--- config.mk ---
export PLATFORM = sky130hd
export DESIGN_NAME = uart_top
export DESIGN_NICKNAME = d
export VERILOG_FILES = /design/src/common/uart_pkg.sv /design/src/common/uart_cfg_pkg.sv /design/src/source/uart_config.sv /design/src/uart_rx/uart_rx.sv /design/src/uart_tx/uart_tx.sv /design/src/source/uart_top.sv
export VERILOG_INCLUDE_DIRS = /design/src /design/src/common
export SDC_FILE = /design/constraint.sdc
export NUM_CORES = 1
export LEC_CHECK = 0
export BUFFER_PORTS_ARGS = -buffer_cell sky130_fd_sc_hd__buf_2
export CORE_ASPECT_RATIO = 0.9
export CORE_MARGIN = 3
export CORE_UTILIZATION = 55
export CTS_CLUSTER_DIAMETER = 150
export CTS_CLUSTER_SIZE = 8
export DETAILED_ROUTE_END_ITERATION = 8
export PLACE_DENSITY_LB_ADDON = 0.08
export SLEW_MARGIN = 20
export SYNTH_ARGS = -nofsm -noshare
export SYNTH_HDL_FRONTEND = slang
export SYNTH_SLANG_ARGS = --single-unit
--- constraint.sdc ---
create_clock -name clk -period 3.38 [get_ports clk]
set_input_delay 0.338 -clock clk [delete_from_list [all_inputs] [get_ports clk]]
set_output_delay 0.338 -clock clk [all_outputs]
set_load 0.01 [all_outputs]
--- src/common/uart_settings.svh ---
// UART core settings

`ifndef UART_SETTINGS_SVH
`define UART_SETTINGS_SVH

// Data bits per frame
// Frame is start bit, data bits LSB first, one stop bit
`define UART_DATA_LEN 8

// Width of the bit period counter and of the config field
`define UART_DIV_WIDTH 16

// Bit period after reset, in clock cycles
// 10 MHz clock at 115200 baud gives 87
`define UART_DEFAULT_CLKS_PER_BIT 87

// Smallest bit period the config block accepts
// Anything lower leaves too few cycles for the mid-bit check
`define UART_MIN_CLKS_PER_BIT 4

`endif

--- src/common/uart_pkg.sv ---
// UART line-side types

`include "uart_settings.svh"

package uart_pkg;

	// Receiver FSM states
	// Finish lasts one cycle and carries the valid pulse
	typedef enum logic [2:0]
	{
		rx_idle      = 3'd0,
		rx_start_bit = 3'd1,
		rx_data_bits = 3'd2,
		rx_stop_bit  = 3'd3,
		rx_finish    = 3'd4
	} rx_state_t;

	// Transmitter FSM states
	// Idle is the only state with the line free for a new byte
	typedef enum logic [1:0]
	{
		tx_idle      = 2'd0,
		tx_start_bit = 2'd1,
		tx_data_bits = 2'd2,
		tx_stop_bit  = 2'd3
	} tx_state_t;

	// Received word as seen on the rx_valid pulse
	// frame_error set when the stop bit was sampled low
	typedef struct packed
	{
		logic                      frame_error;
		logic [`UART_DATA_LEN-1:0] data;
	} rx_word_t;

endpackage

--- src/common/uart_cfg_pkg.sv ---
// UART configuration types

`include "uart_settings.svh"

package uart_cfg_pkg;

	// Config write opcodes
	// Set period loads cfg_data as the bit period
	// Set enables takes bit 0 for rx and bit 1 for tx
	typedef enum logic
	{
		cfg_set_period  = 1'b0,
		cfg_set_enables = 1'b1
	} cfg_op_t;

	// Live configuration shared by both paths
	// Each path latches clks_per_bit when it leaves idle
	typedef struct packed
	{
		logic [`UART_DIV_WIDTH-1:0] clks_per_bit;
		logic                       rx_enable;
		logic                       tx_enable;
	} uart_cfg_t;

endpackage

--- src/source/uart_config.sv ---
// UART configuration registers

`timescale 1ns/100ps

`include "uart_settings.svh"

module uart_config import uart_cfg_pkg::*;
(
	input  logic                       clk,
	input  logic                       reset,
	input  logic                       cfg_write,
	input  cfg_op_t                    cfg_op,
	input  logic [`UART_DIV_WIDTH-1:0] cfg_data,
	output uart_cfg_t                  cfg
);

	// Bounds for the bit period field
	localparam logic [`UART_DIV_WIDTH-1:0] min_period =
		`UART_DIV_WIDTH'(`UART_MIN_CLKS_PER_BIT);
	localparam logic [`UART_DIV_WIDTH-1:0] default_period =
		`UART_DIV_WIDTH'(`UART_DEFAULT_CLKS_PER_BIT);

	// Requested period after clamping to the minimum
	logic [`UART_DIV_WIDTH-1:0] clamped_period;

	assign clamped_period = (cfg_data < min_period) ? min_period : cfg_data;

	// Register file, one write per strobe
	// New values are visible on the next cycle
	always_ff @(posedge clk or posedge reset)
	begin
		if (reset)
		begin
			// Default period, both paths on
			cfg.clks_per_bit <= default_period;
			cfg.rx_enable    <= 1'b1;
			cfg.tx_enable    <= 1'b1;
		end
		else if (cfg_write)
		begin
			case (cfg_op)
				cfg_set_period:
				begin
					cfg.clks_per_bit <= clamped_period;
				end
				cfg_set_enables:
				begin
					// Upper data bits ignored
					cfg.rx_enable <= cfg_data[0];
					cfg.tx_enable <= cfg_data[1];
				end
			endcase
		end
	end

endmodule

--- src/uart_rx/uart_rx.sv ---
// UART 8N1 receiver

`timescale 1ns/100ps

`include "uart_settings.svh"

module uart_rx import uart_pkg::*, uart_cfg_pkg::*;
(
	input  logic      clk,
	input  logic      reset,
	input  logic      serial_in,
	input  uart_cfg_t cfg,
	output logic      rx_valid,
	output rx_word_t  rx_word
);

	localparam int bit_count_width = $clog2(`UART_DATA_LEN);
	localparam logic [bit_count_width-1:0] last_bit =
		bit_count_width'(`UART_DATA_LEN - 1);

	// Two-flop synchronizer on the line
	logic rx_sync_1;
	logic rx_sync_2;

	// FSM and counters
	rx_state_t                  state;
	logic [`UART_DIV_WIDTH-1:0] clk_count;
	logic [bit_count_width-1:0] bit_count;

	// Bit period held for the whole frame
	logic [`UART_DIV_WIDTH-1:0] period;
	logic [`UART_DIV_WIDTH-1:0] half_period;
	logic [`UART_DIV_WIDTH-1:0] last_count;

	// Data bits collected so far
	logic [`UART_DATA_LEN-1:0] rx_data;

	// Frame events
	logic start_frame;
	logic sample_bit;
	logic stop_done;

	// Line idles high, so reset to high to avoid a false start
	always_ff @(posedge clk or posedge reset)
	begin
		if (reset)
		begin
			rx_sync_1 <= 1'b1;
			rx_sync_2 <= 1'b1;
		end
		else
		begin
			rx_sync_1 <= serial_in;
			rx_sync_2 <= rx_sync_1;
		end
	end

	// Mid-bit of the start bit, then full periods to each data bit centre
	assign half_period = (period - 1'b1) >> 1;
	assign last_count  = period - 1'b1;

	// Falling edge seen while enabled
	assign start_frame = (state == rx_idle) && cfg.rx_enable && !rx_sync_2;
	assign sample_bit  = (state == rx_data_bits) && (clk_count == last_count);
	assign stop_done   = (state == rx_stop_bit) && (clk_count == last_count);

	// Period latch, data capture and result word
	always_ff @(posedge clk)
	begin
		if (start_frame)
			period <= cfg.clks_per_bit;
		// LSB arrives first
		if (sample_bit)
			rx_data[bit_count] <= rx_sync_2;
		// Low stop bit still reported, with the error flag
		if (stop_done)
			rx_word <= '{frame_error: !rx_sync_2, data: rx_data};
	end

	// Receive FSM
	always_ff @(posedge clk or posedge reset)
	begin
		if (reset)
		begin
			state     <= rx_idle;
			clk_count <= '0;
			bit_count <= '0;
			rx_valid  <= 1'b0;
		end
		else
		begin
			rx_valid <= 1'b0;
			case (state)
				rx_idle:
				begin
					clk_count <= '0;
					if (start_frame)
						state <= rx_start_bit;
				end
				rx_start_bit:
				begin
					// Line must still be low at mid-bit, else it was a glitch
					if (clk_count < half_period)
						clk_count <= clk_count + 1'b1;
					else
					begin
						clk_count <= '0;
						bit_count <= '0;
						state     <= rx_sync_2 ? rx_idle : rx_data_bits;
					end
				end
				rx_data_bits:
				begin
					if (!sample_bit)
						clk_count <= clk_count + 1'b1;
					else
					begin
						clk_count <= '0;
						if (bit_count == last_bit)
							state <= rx_stop_bit;
						else
							bit_count <= bit_count + 1'b1;
					end
				end
				rx_stop_bit:
				begin
					// Sampled at mid stop bit, result leaves one cycle later
					if (!stop_done)
						clk_count <= clk_count + 1'b1;
					else
					begin
						clk_count <= '0;
						rx_valid  <= 1'b1;
						state     <= rx_finish;
					end
				end
				rx_finish:
				begin
					// One cycle here, then ready for the next edge
					state <= rx_idle;
				end
				default:
				begin
					state     <= rx_idle;
					clk_count <= '0;
					bit_count <= '0;
				end
			endcase
		end
	end

endmodule

--- src/uart_tx/uart_tx.sv ---
// UART 8N1 transmitter

`timescale 1ns/100ps

`include "uart_settings.svh"

module uart_tx import uart_pkg::*, uart_cfg_pkg::*;
(
	input  logic                      clk,
	input  logic                      reset,
	input  uart_cfg_t                 cfg,
	input  logic                      tx_start,
	input  logic [`UART_DATA_LEN-1:0] tx_data,
	output logic                      serial_out,
	output logic                      tx_busy
);

	localparam int bit_count_width = $clog2(`UART_DATA_LEN);
	localparam logic [bit_count_width-1:0] last_bit =
		bit_count_width'(`UART_DATA_LEN - 1);

	// FSM and counters
	tx_state_t                  state;
	logic [`UART_DIV_WIDTH-1:0] clk_count;
	logic [bit_count_width-1:0] bit_count;

	// Byte and period held for the frame
	logic [`UART_DATA_LEN-1:0]  tx_byte;
	logic [`UART_DIV_WIDTH-1:0] period;
	logic [`UART_DIV_WIDTH-1:0] last_count;

	logic start_accept;
	logic bit_end;

	// Strobes while busy or disabled are dropped
	assign start_accept = (state == tx_idle) && tx_start && cfg.tx_enable;
	assign last_count   = period - 1'b1;
	assign bit_end      = (clk_count == last_count);

	always_ff @(posedge clk)
	begin
		if (start_accept)
		begin
			tx_byte <= tx_data;
			period  <= cfg.clks_per_bit;
		end
	end

	// Transmit FSM, line and busy registered
	always_ff @(posedge clk or posedge reset)
	begin
		if (reset)
		begin
			state      <= tx_idle;
			clk_count  <= '0;
			bit_count  <= '0;
			serial_out <= 1'b1;
			tx_busy    <= 1'b0;
		end
		else
		begin
			case (state)
				tx_idle:
				begin
					if (start_accept)
					begin
						// Start bit goes out the next cycle
						state      <= tx_start_bit;
						clk_count  <= '0;
						serial_out <= 1'b0;
						tx_busy    <= 1'b1;
					end
				end
				tx_start_bit:
				begin
					if (!bit_end)
						clk_count <= clk_count + 1'b1;
					else
					begin
						state      <= tx_data_bits;
						clk_count  <= '0;
						bit_count  <= '0;
						serial_out <= tx_byte[0];
					end
				end
				tx_data_bits:
				begin
					if (!bit_end)
						clk_count <= clk_count + 1'b1;
					else
					begin
						clk_count <= '0;
						if (bit_count == last_bit)
						begin
							state      <= tx_stop_bit;
							serial_out <= 1'b1;
						end
						else
						begin
							bit_count  <= bit_count + 1'b1;
							serial_out <= tx_byte[bit_count + 1'b1];
						end
					end
				end
				tx_stop_bit:
				begin
					// Busy drops as the stop bit ends; line stays high
					if (!bit_end)
						clk_count <= clk_count + 1'b1;
					else
					begin
						state     <= tx_idle;
						clk_count <= '0;
						tx_busy   <= 1'b0;
					end
				end
				default:
				begin
					state      <= tx_idle;
					serial_out <= 1'b1;
					tx_busy    <= 1'b0;
				end
			endcase
		end
	end

endmodule

--- src/source/uart_top.sv ---
// UART core top level

`timescale 1ns/100ps

`include "uart_settings.svh"

module uart_top import uart_pkg::*, uart_cfg_pkg::*;
(
	input  logic                       clk,
	input  logic                       reset,
	// Configuration writes
	input  logic                       cfg_write,
	input  cfg_op_t                    cfg_op,
	input  logic [`UART_DIV_WIDTH-1:0] cfg_data,
	// Transmit side
	input  logic                       tx_start,
	input  logic [`UART_DATA_LEN-1:0]  tx_data,
	output logic                       serial_out,
	output logic                       tx_busy,
	// Receive side
	input  logic                       serial_in,
	output logic                       rx_valid,
	output rx_word_t                   rx_word
);

	// Shared configuration to both paths
	uart_cfg_t cfg;

	uart_config u_config
	(
		.clk       (clk),
		.reset     (reset),
		.cfg_write (cfg_write),
		.cfg_op    (cfg_op),
		.cfg_data  (cfg_data),
		.cfg       (cfg)
	);

	uart_rx u_rx
	(
		.clk       (clk),
		.reset     (reset),
		.serial_in (serial_in),
		.cfg       (cfg),
		.rx_valid  (rx_valid),
		.rx_word   (rx_word)
	);

	uart_tx u_tx
	(
		.clk        (clk),
		.reset      (reset),
		.cfg        (cfg),
		.tx_start   (tx_start),
		.tx_data    (tx_data),
		.serial_out (serial_out),
		.tx_busy    (tx_busy)
	);

endmodule

---- Yosys cells after proc, flatten, opt, wreduce, memory -nomap -nowiden ----
Cells that the tools add are included.
word-level totals
  register bits after elaboration ......... 123
  bits of input ports ..................... 30
  output and inout port bits .............. 12
  word-level logic and storage cells ...... 123
cells by class
  add/subtract/negate cells ............... 6
  $lt $le $gt $ge ......................... 5
  equal/unequal tests ..................... 23
  mux-type cells .......................... 44
  bitwise operators ....................... 2
  reduce and logical (&&, ||, !) cells .... 23
operator list
  operator                                              count
  2-to-1 mux 16 bit                                     6
  case mux 16 bit (4 select lines)                      1
  2-to-1 mux 3 bit                                      11
  adder 16 x 1 -> 16 bit (second input constant)        2
  == test 16 bit                                        2
  case mux 16 bit (2 select lines)                      1
  subtractor 16 x 1 -> 16 bit (second input constant)   2
  < comparator 16 x 15 -> 1 bit                         1
  < comparator 16 x 3 -> 1 bit (second input constant)  1
  != test 2 x 1 -> 1 bit (second input constant)        8
  2-to-1 mux 2 bit                                      6
  case mux 3 bit (4 select lines)                       1
  AND reduction 4 bit                                   3
  2-to-1 mux 1 bit                                      10
  AND reduction 5 bit                                   2
  == test 3 bit (second input constant)                 3
  case mux 3 bit (3 select lines)                       1
  bitwise mux 8 bit                                     1
  < comparator 3 x 4 -> 1 bit (second input constant)   2
  != test 2 bit (second input constant)                 4
  case mux 2 bit (4 select lines)                       1
  logical AND 1 bit                                     7
  adder 3 x 1 -> 3 bit (second input constant)          2
  == test 3 x 2 -> 1 bit (second input constant)        2
  18 further kinds                                      23

---- Longest topological paths before layout ----
  word-level depth ........................ 6
  gate-level depth with buffers ........... 16
  depth with buffers taken out ............ 14

---- By module ----
Synthesis repeated with hierarchy kept, for this count alone.
unflattened totals
  cell total of the unflattened synthesis .. 630
  area total of the unflattened synthesis .. 6981.7 um^2
modules (own cells, without submodules)
  module       instances  cells each  area an instance (um^2)  seq. area each (um^2)
  uart_rx      1          330         3503.4                   1619.1
  uart_tx      1          251         2691.3                   1297.5
  uart_config  1          49          787.0                    459.2

---- Least setup slack after synthesis ----
OpenSTA, ideal clock, no wires.
  path type ............................... register to register
  start ................................... register u_rx.period[2]
  end ..................................... register u_rx.clk_count[10]
  setup time .............................. 0.118 ns
  arrival ................................. 3.630 ns
  required time ........................... 3.262 ns
  slack ................................... -0.368 ns
  stages on the path, launching flop included .. 15
  path buffers ............................ 2
  clock period less this slack ............ 3.748 ns
  path through ............................ edfxtp_1 > buf_2 > or4_4 > or4_1 > xor2_1 > ha_1 > and4_1 > o21ai_0 > a2111oi_0 > a21o_1 > inv_1 > o31ai_4 > buf_4 > nor3b_1 > a21o_1
on the way
  longest elaborated chain between the ends .. 5
  elaborated cells on any way between the ends .. 9
  classes of those cells .................. 1 x add/sub; 1 x order compare; 1 x eq/ne; 4 x mux; 2 x reduce/logical
ends and longest elaborated chain
  element                                                                                RTL line                      text
  start, declared                                                                        uart_rx.sv:31                 logic [`UART_DIV_WIDTH-1:0] period;
  start signal, assigned                                                                 uart_rx.sv:71                 period <= cfg.clks_per_bit;
  subtractor 16 x 1 -> 16 bit (*)                                                        uart_rx.sv:59, uart_rx.sv:60
  parallel branches: the longest is 3 deep, another holds < comparator 16 x 15 -> 1 bit  --
  case mux 16 bit (4 select lines) (*)                                                   uart_rx.sv:93                 case (state)
  end signal, assigned                                                                   uart_rx.sv:104                clk_count <= clk_count + 1'b1;
  end signal, assigned                                                                   uart_rx.sv:115                clk_count <= clk_count + 1'b1;
  end signal, assigned                                                                   uart_rx.sv:129                clk_count <= clk_count + 1'b1;
  end, declared                                                                          uart_rx.sv:27                 logic [`UART_DIV_WIDTH-1:0] clk_count;
Every way passes the cells marked *.
A chain may end at the register's enable or synchronous reset.

---- Worst setup path in the final report ----
  start ................................... register u_rx.period[1]
  end ..................................... register u_rx.clk_count[14]
The elaborated chain is that of the path after synthesis.

==> metrics.md <==
| Metric | Value |
|---|---|
| Area Overhead vs Synth | 23.0% |
| Max_cap viols | 0 |
| Vias | 5364 |
| Slew Viols, Final | 0 |
| Worst-path clk slew | 60 ps |
| Static Leakage | 3.43 nW |
| # setup viols final | 29 |
| FILL cells | 941 |
| Final Util | 69.7% |
| Pre-antenna DRT Iters | 5 |
| Io pins | 42 |
| Hpwl dp | 11600 microns |
| RSZ-0062 raised after global routing | yes |
| GP Congestion | 0.970 |
| Number of global-route vias before repair | 5326 |
| Tot Pwr | 4.14 mW |
| Die ar. | 0.0139 sq mm |
| Cell row count | 38 |
| Asr flop ratio synth | 53.7% |
| DRC | 0 |
| Routed len/inst | 17.8 microns |
| Die H | 112 microns |
| Crit path required time | 3680 ps |
| Worst Path Arrival | 3980 ps |
| Worst-skew pair later-pin latency | 410 ps |
| Crit path launch type | register |
| Internal Power | 3.01 mW |
| Worst setup margin | -301 ps |
| Routed Antenna Nets | 0 |
| Synth unique cells | 72 |
| Yosys warns | 0 |
| Initial antenna violation count | 0 |
| Min cycle time layout | 3680 ps |
| Dpl cells | 873 |
| Layout Skew | 9.06 ps |
| Relative slew margins | 44.0% |
| Worst reg2reg endpoint | u_rx.clk_count[14]$_DFFE_PP0P_ |
| Mapped Area | 0.00690 sq mm |
| Pwr Density | 488 mW/mm^2 |
| Sw Ratio | 27.1% |
| Clk buf depth | 2 |
| Syn avg cell area | 10.7 sq um |
| CTS tree | done |
| Largest fanout on the critical path | 6 |
| Non-Filler Instances | 913 |
| CTS sink cnt | 123 |
| Routed vias/inst | 5.88 |
| Routed WL | 16200 microns |
| Fin nets | 797 |
| Register area share after synthesis | 48.9% |
| Fin Hold WS | 20.3 ps |
| CP Class | reg2reg |
| Sequential share of power | 43.6% |
| CTS Buf Count | 17 |
| R2r worst-path depth | 16 |
| WHS Endpoint | u_rx.rx_sync_1$_DFF_PP1_ |
| Critical Path End Type | register |
| Tightest Pin Transition | 838 ps |
| H-tree depth | 4 |
| Status | complete, but fails checks |
| Crit share post-route | 109% |
| Cells after synthesis | 644 |
| F_max | 272 MHz |
| First-pass GRT wire length | 26800 microns |
| Die Wd | 124 microns |
| Reg2Reg Setup Slack | -300 ps |
| EDFF count, synth | 57 |
| DP Worst Slack | -584 ps |
| Number of antenna cells inserted | 0 |
| Failing checks | negative setup slack |
| P_sw | 1.12 mW |
| Share of cells above drive strength 1 | 29.5% |
| Maximum number of pins on one net before global-route repair | 41 |
| Hold crit path type | in2reg |
| Clock Power Share | 40.9% |
| Top FF cell, synth | edfxtp_1 |
| Flops & latches, synth | 123 |
| Combinational Power Share | 15.5% |
| All-Layer GR Usage | 24.7% |
| VDD IR-drop max | 0.433 mV |
| Port Buf Inserts | 41 |
| Initial DRC count | 472 |
| Core area | 0.0122 sq mm |
| Hold Fails Final Rpt | 0 |
| Syn Nets | 701 |
| Root Driver | clkbuf_16 |
| Grt total ovfl | 0 |
| Min-Delay Startpoint | serial_in |
| Hold depth | 1 |
| RR Startpoint | u_rx.period[1]$_DFFE_PP_ |
| Initial Utilization | 56.7% |
==> layout make-up <==
| class | instances | area [sq um] | share of cell area (%) |
|---|---|---|---|
| timing repair buffer | 108 | 748 | 8.82 |
| tap | 160 | 200 | 2.36 |
| multi-input combinational | 473 | 3550 | 41.8 |
| clock buffer | 20 | 447 | 5.26 |
| clock inverter | 12 | 101 | 1.19 |
| inverter | 17 | 63.8 | 0.752 |
| sequential | 123 | 3380 | 39.8 |
==> repair_timing <==
action / 4_1_cts / 5_1_grt
pin swaps: 14 / 7
gates resized for setup: 24 / 31
buffers inserted: 3 / 2
hold buffers: 1 / 0
endpoints found under the hold margin: 1 / 0
endpoints found under the setup margin: 35 / 38
gates cloned: 2 / 0
==> cell families (layout without fill, tap and decap cells) <==
group	count (synthesis)	in the layout	synth area share (%)
xor+xnor	50	50	7.15
mux	25	25	4.32
buf+inv	48	157	2.87
flops	123	123	48.9
compound gates	123	123	12.0
simple gates	248	248	19.8
fa+ha+maj	27	27	4.90
==> worst max-delay path by stage <==
stage,start,to,slack (ps),cells after the start
after CTS,u_rx.period[0]$_DFFE_PP_,u_rx.clk_count[15]$_DFFE_PP0P_,-280,16
after global routing,u_rx.period[0]$_DFFE_PP_,u_rx.clk_count[9]$_DFFE_PP0P_,-430,14
after detailed placement,u_rx.period[1]$_DFFE_PP_,u_rx.clk_count[12]$_DFFE_PP0P_,-580,16
final,u_rx.period[1]$_DFFE_PP_,u_rx.clk_count[14]$_DFFE_PP0P_,-300,16
after floorplan,u_rx.period[2]$_DFFE_PP_,u_rx.clk_count[10]$_DFFE_PP0P_,-230,14
after global placement,u_rx.period[1]$_DFFE_PP_,u_rx.clk_count[13]$_DFFE_PP0P_,-360,16
==> power by group through the flow <==
stage | registers [mW] | clock network [mW] | logic, mW
global placement | 1.82 | 0 | 0.517
detailed placement | 1.83 | 0 | 0.535
CTS | 1.80 | 1.71 | 0.599
floorplan | 1.78 | 0 | 0.401
finish | 1.80 | 1.69 | 0.641
global route | 1.82 | 1.79 | 0.704
==> synth_stat cells (17+ instances only) <==
library cell	instances	share of area, %
ha_1	27	4.9
o21ai_1	31	2.2
nor2_1	32	1.7
dfrtp_1	56	20
clkbuf_1	19	1.0
nand2_1	55	3.0
nand3_1	24	1.7
edfxtp_1	57	25
inv_1	17	0.93
nor3_1	22	1.6
xnor2_1	36	4.6
o21ai_0	27	2.0
==> metal layers <==
| metal | track usage [%] | share of wire (%) |
|---|---|---|
| met4 | 6.50 | 1.0 |
| met1 | 36.7 | 47 |
| met3 | 6.65 | 6.0 |
| met5 | 0 | 0 |
| met2 | 36.3 | 45 |
==> layout by cell type (no fill, tap or decap), types with 15 or more instances in the layout <==
cell | netlist | final
buf_4 | 1 | 56
nor2_1 | 32 | 29
mux2_2 | 16 | 16
o21ai_1 | 31 | 26
dfrtp_1 | 56 | 56
o21ai_0 | 27 | 25
nand2_1 | 55 | 52
nor3_1 | 22 | 19
nand4_1 | 15 | 15
xnor2_1 | 36 | 36
buf_2 | 5 | 41
nand3_1 | 24 | 24
clkbuf_16 | 0 | 17
ha_1 | 27 | 25
edfxtp_1 | 57 | 57
==> through the flow <==
stage          cell area (sq um)  setup TNS (ps)
2_1_floorplan               6940           -2920
3_3_place_gp                7640           -6250
3_5_place_dp                7640          -11710
4_1_cts                     8320           -5210
5_1_grt                     8490          -10050
6_report                    8490           -6210
==> worst max-delay path: stages (launching register included) <==
cell and delay [ps]:
edfxtp_1 410, inv_1 120, ha_4 140, or4b_4 510
or2_4 260, and2_4 170, ha_4 290, o21ai_1 50
or3_1 360, o211ai_1 200, a21o_1 200, inv_2 70
o31ai_4 240, buf_6 160, buf_6 130, nor3_1 50
a31o_1 200
==> registers in the layout (all words and copies together) (netlist names) <==
name	cells
u_rx.rx_data	8
u_tx.state	2
u_tx.period	16
u_rx.clk_count	16
u_rx.rx_sync_2	1
u_rx.rx_word	9
u_tx.serial_out	1
u_rx.rx_sync_1	1
u_config.cfg	18
u_rx.bit_count	3
u_tx.clk_count	16
u_rx.period	16
u_tx.tx_byte	8
u_rx.state	3
u_rx.rx_valid	1
u_tx.bit_count	3
u_tx.tx_busy	1
Note: power is estimated with default switching activity, not from simulation.
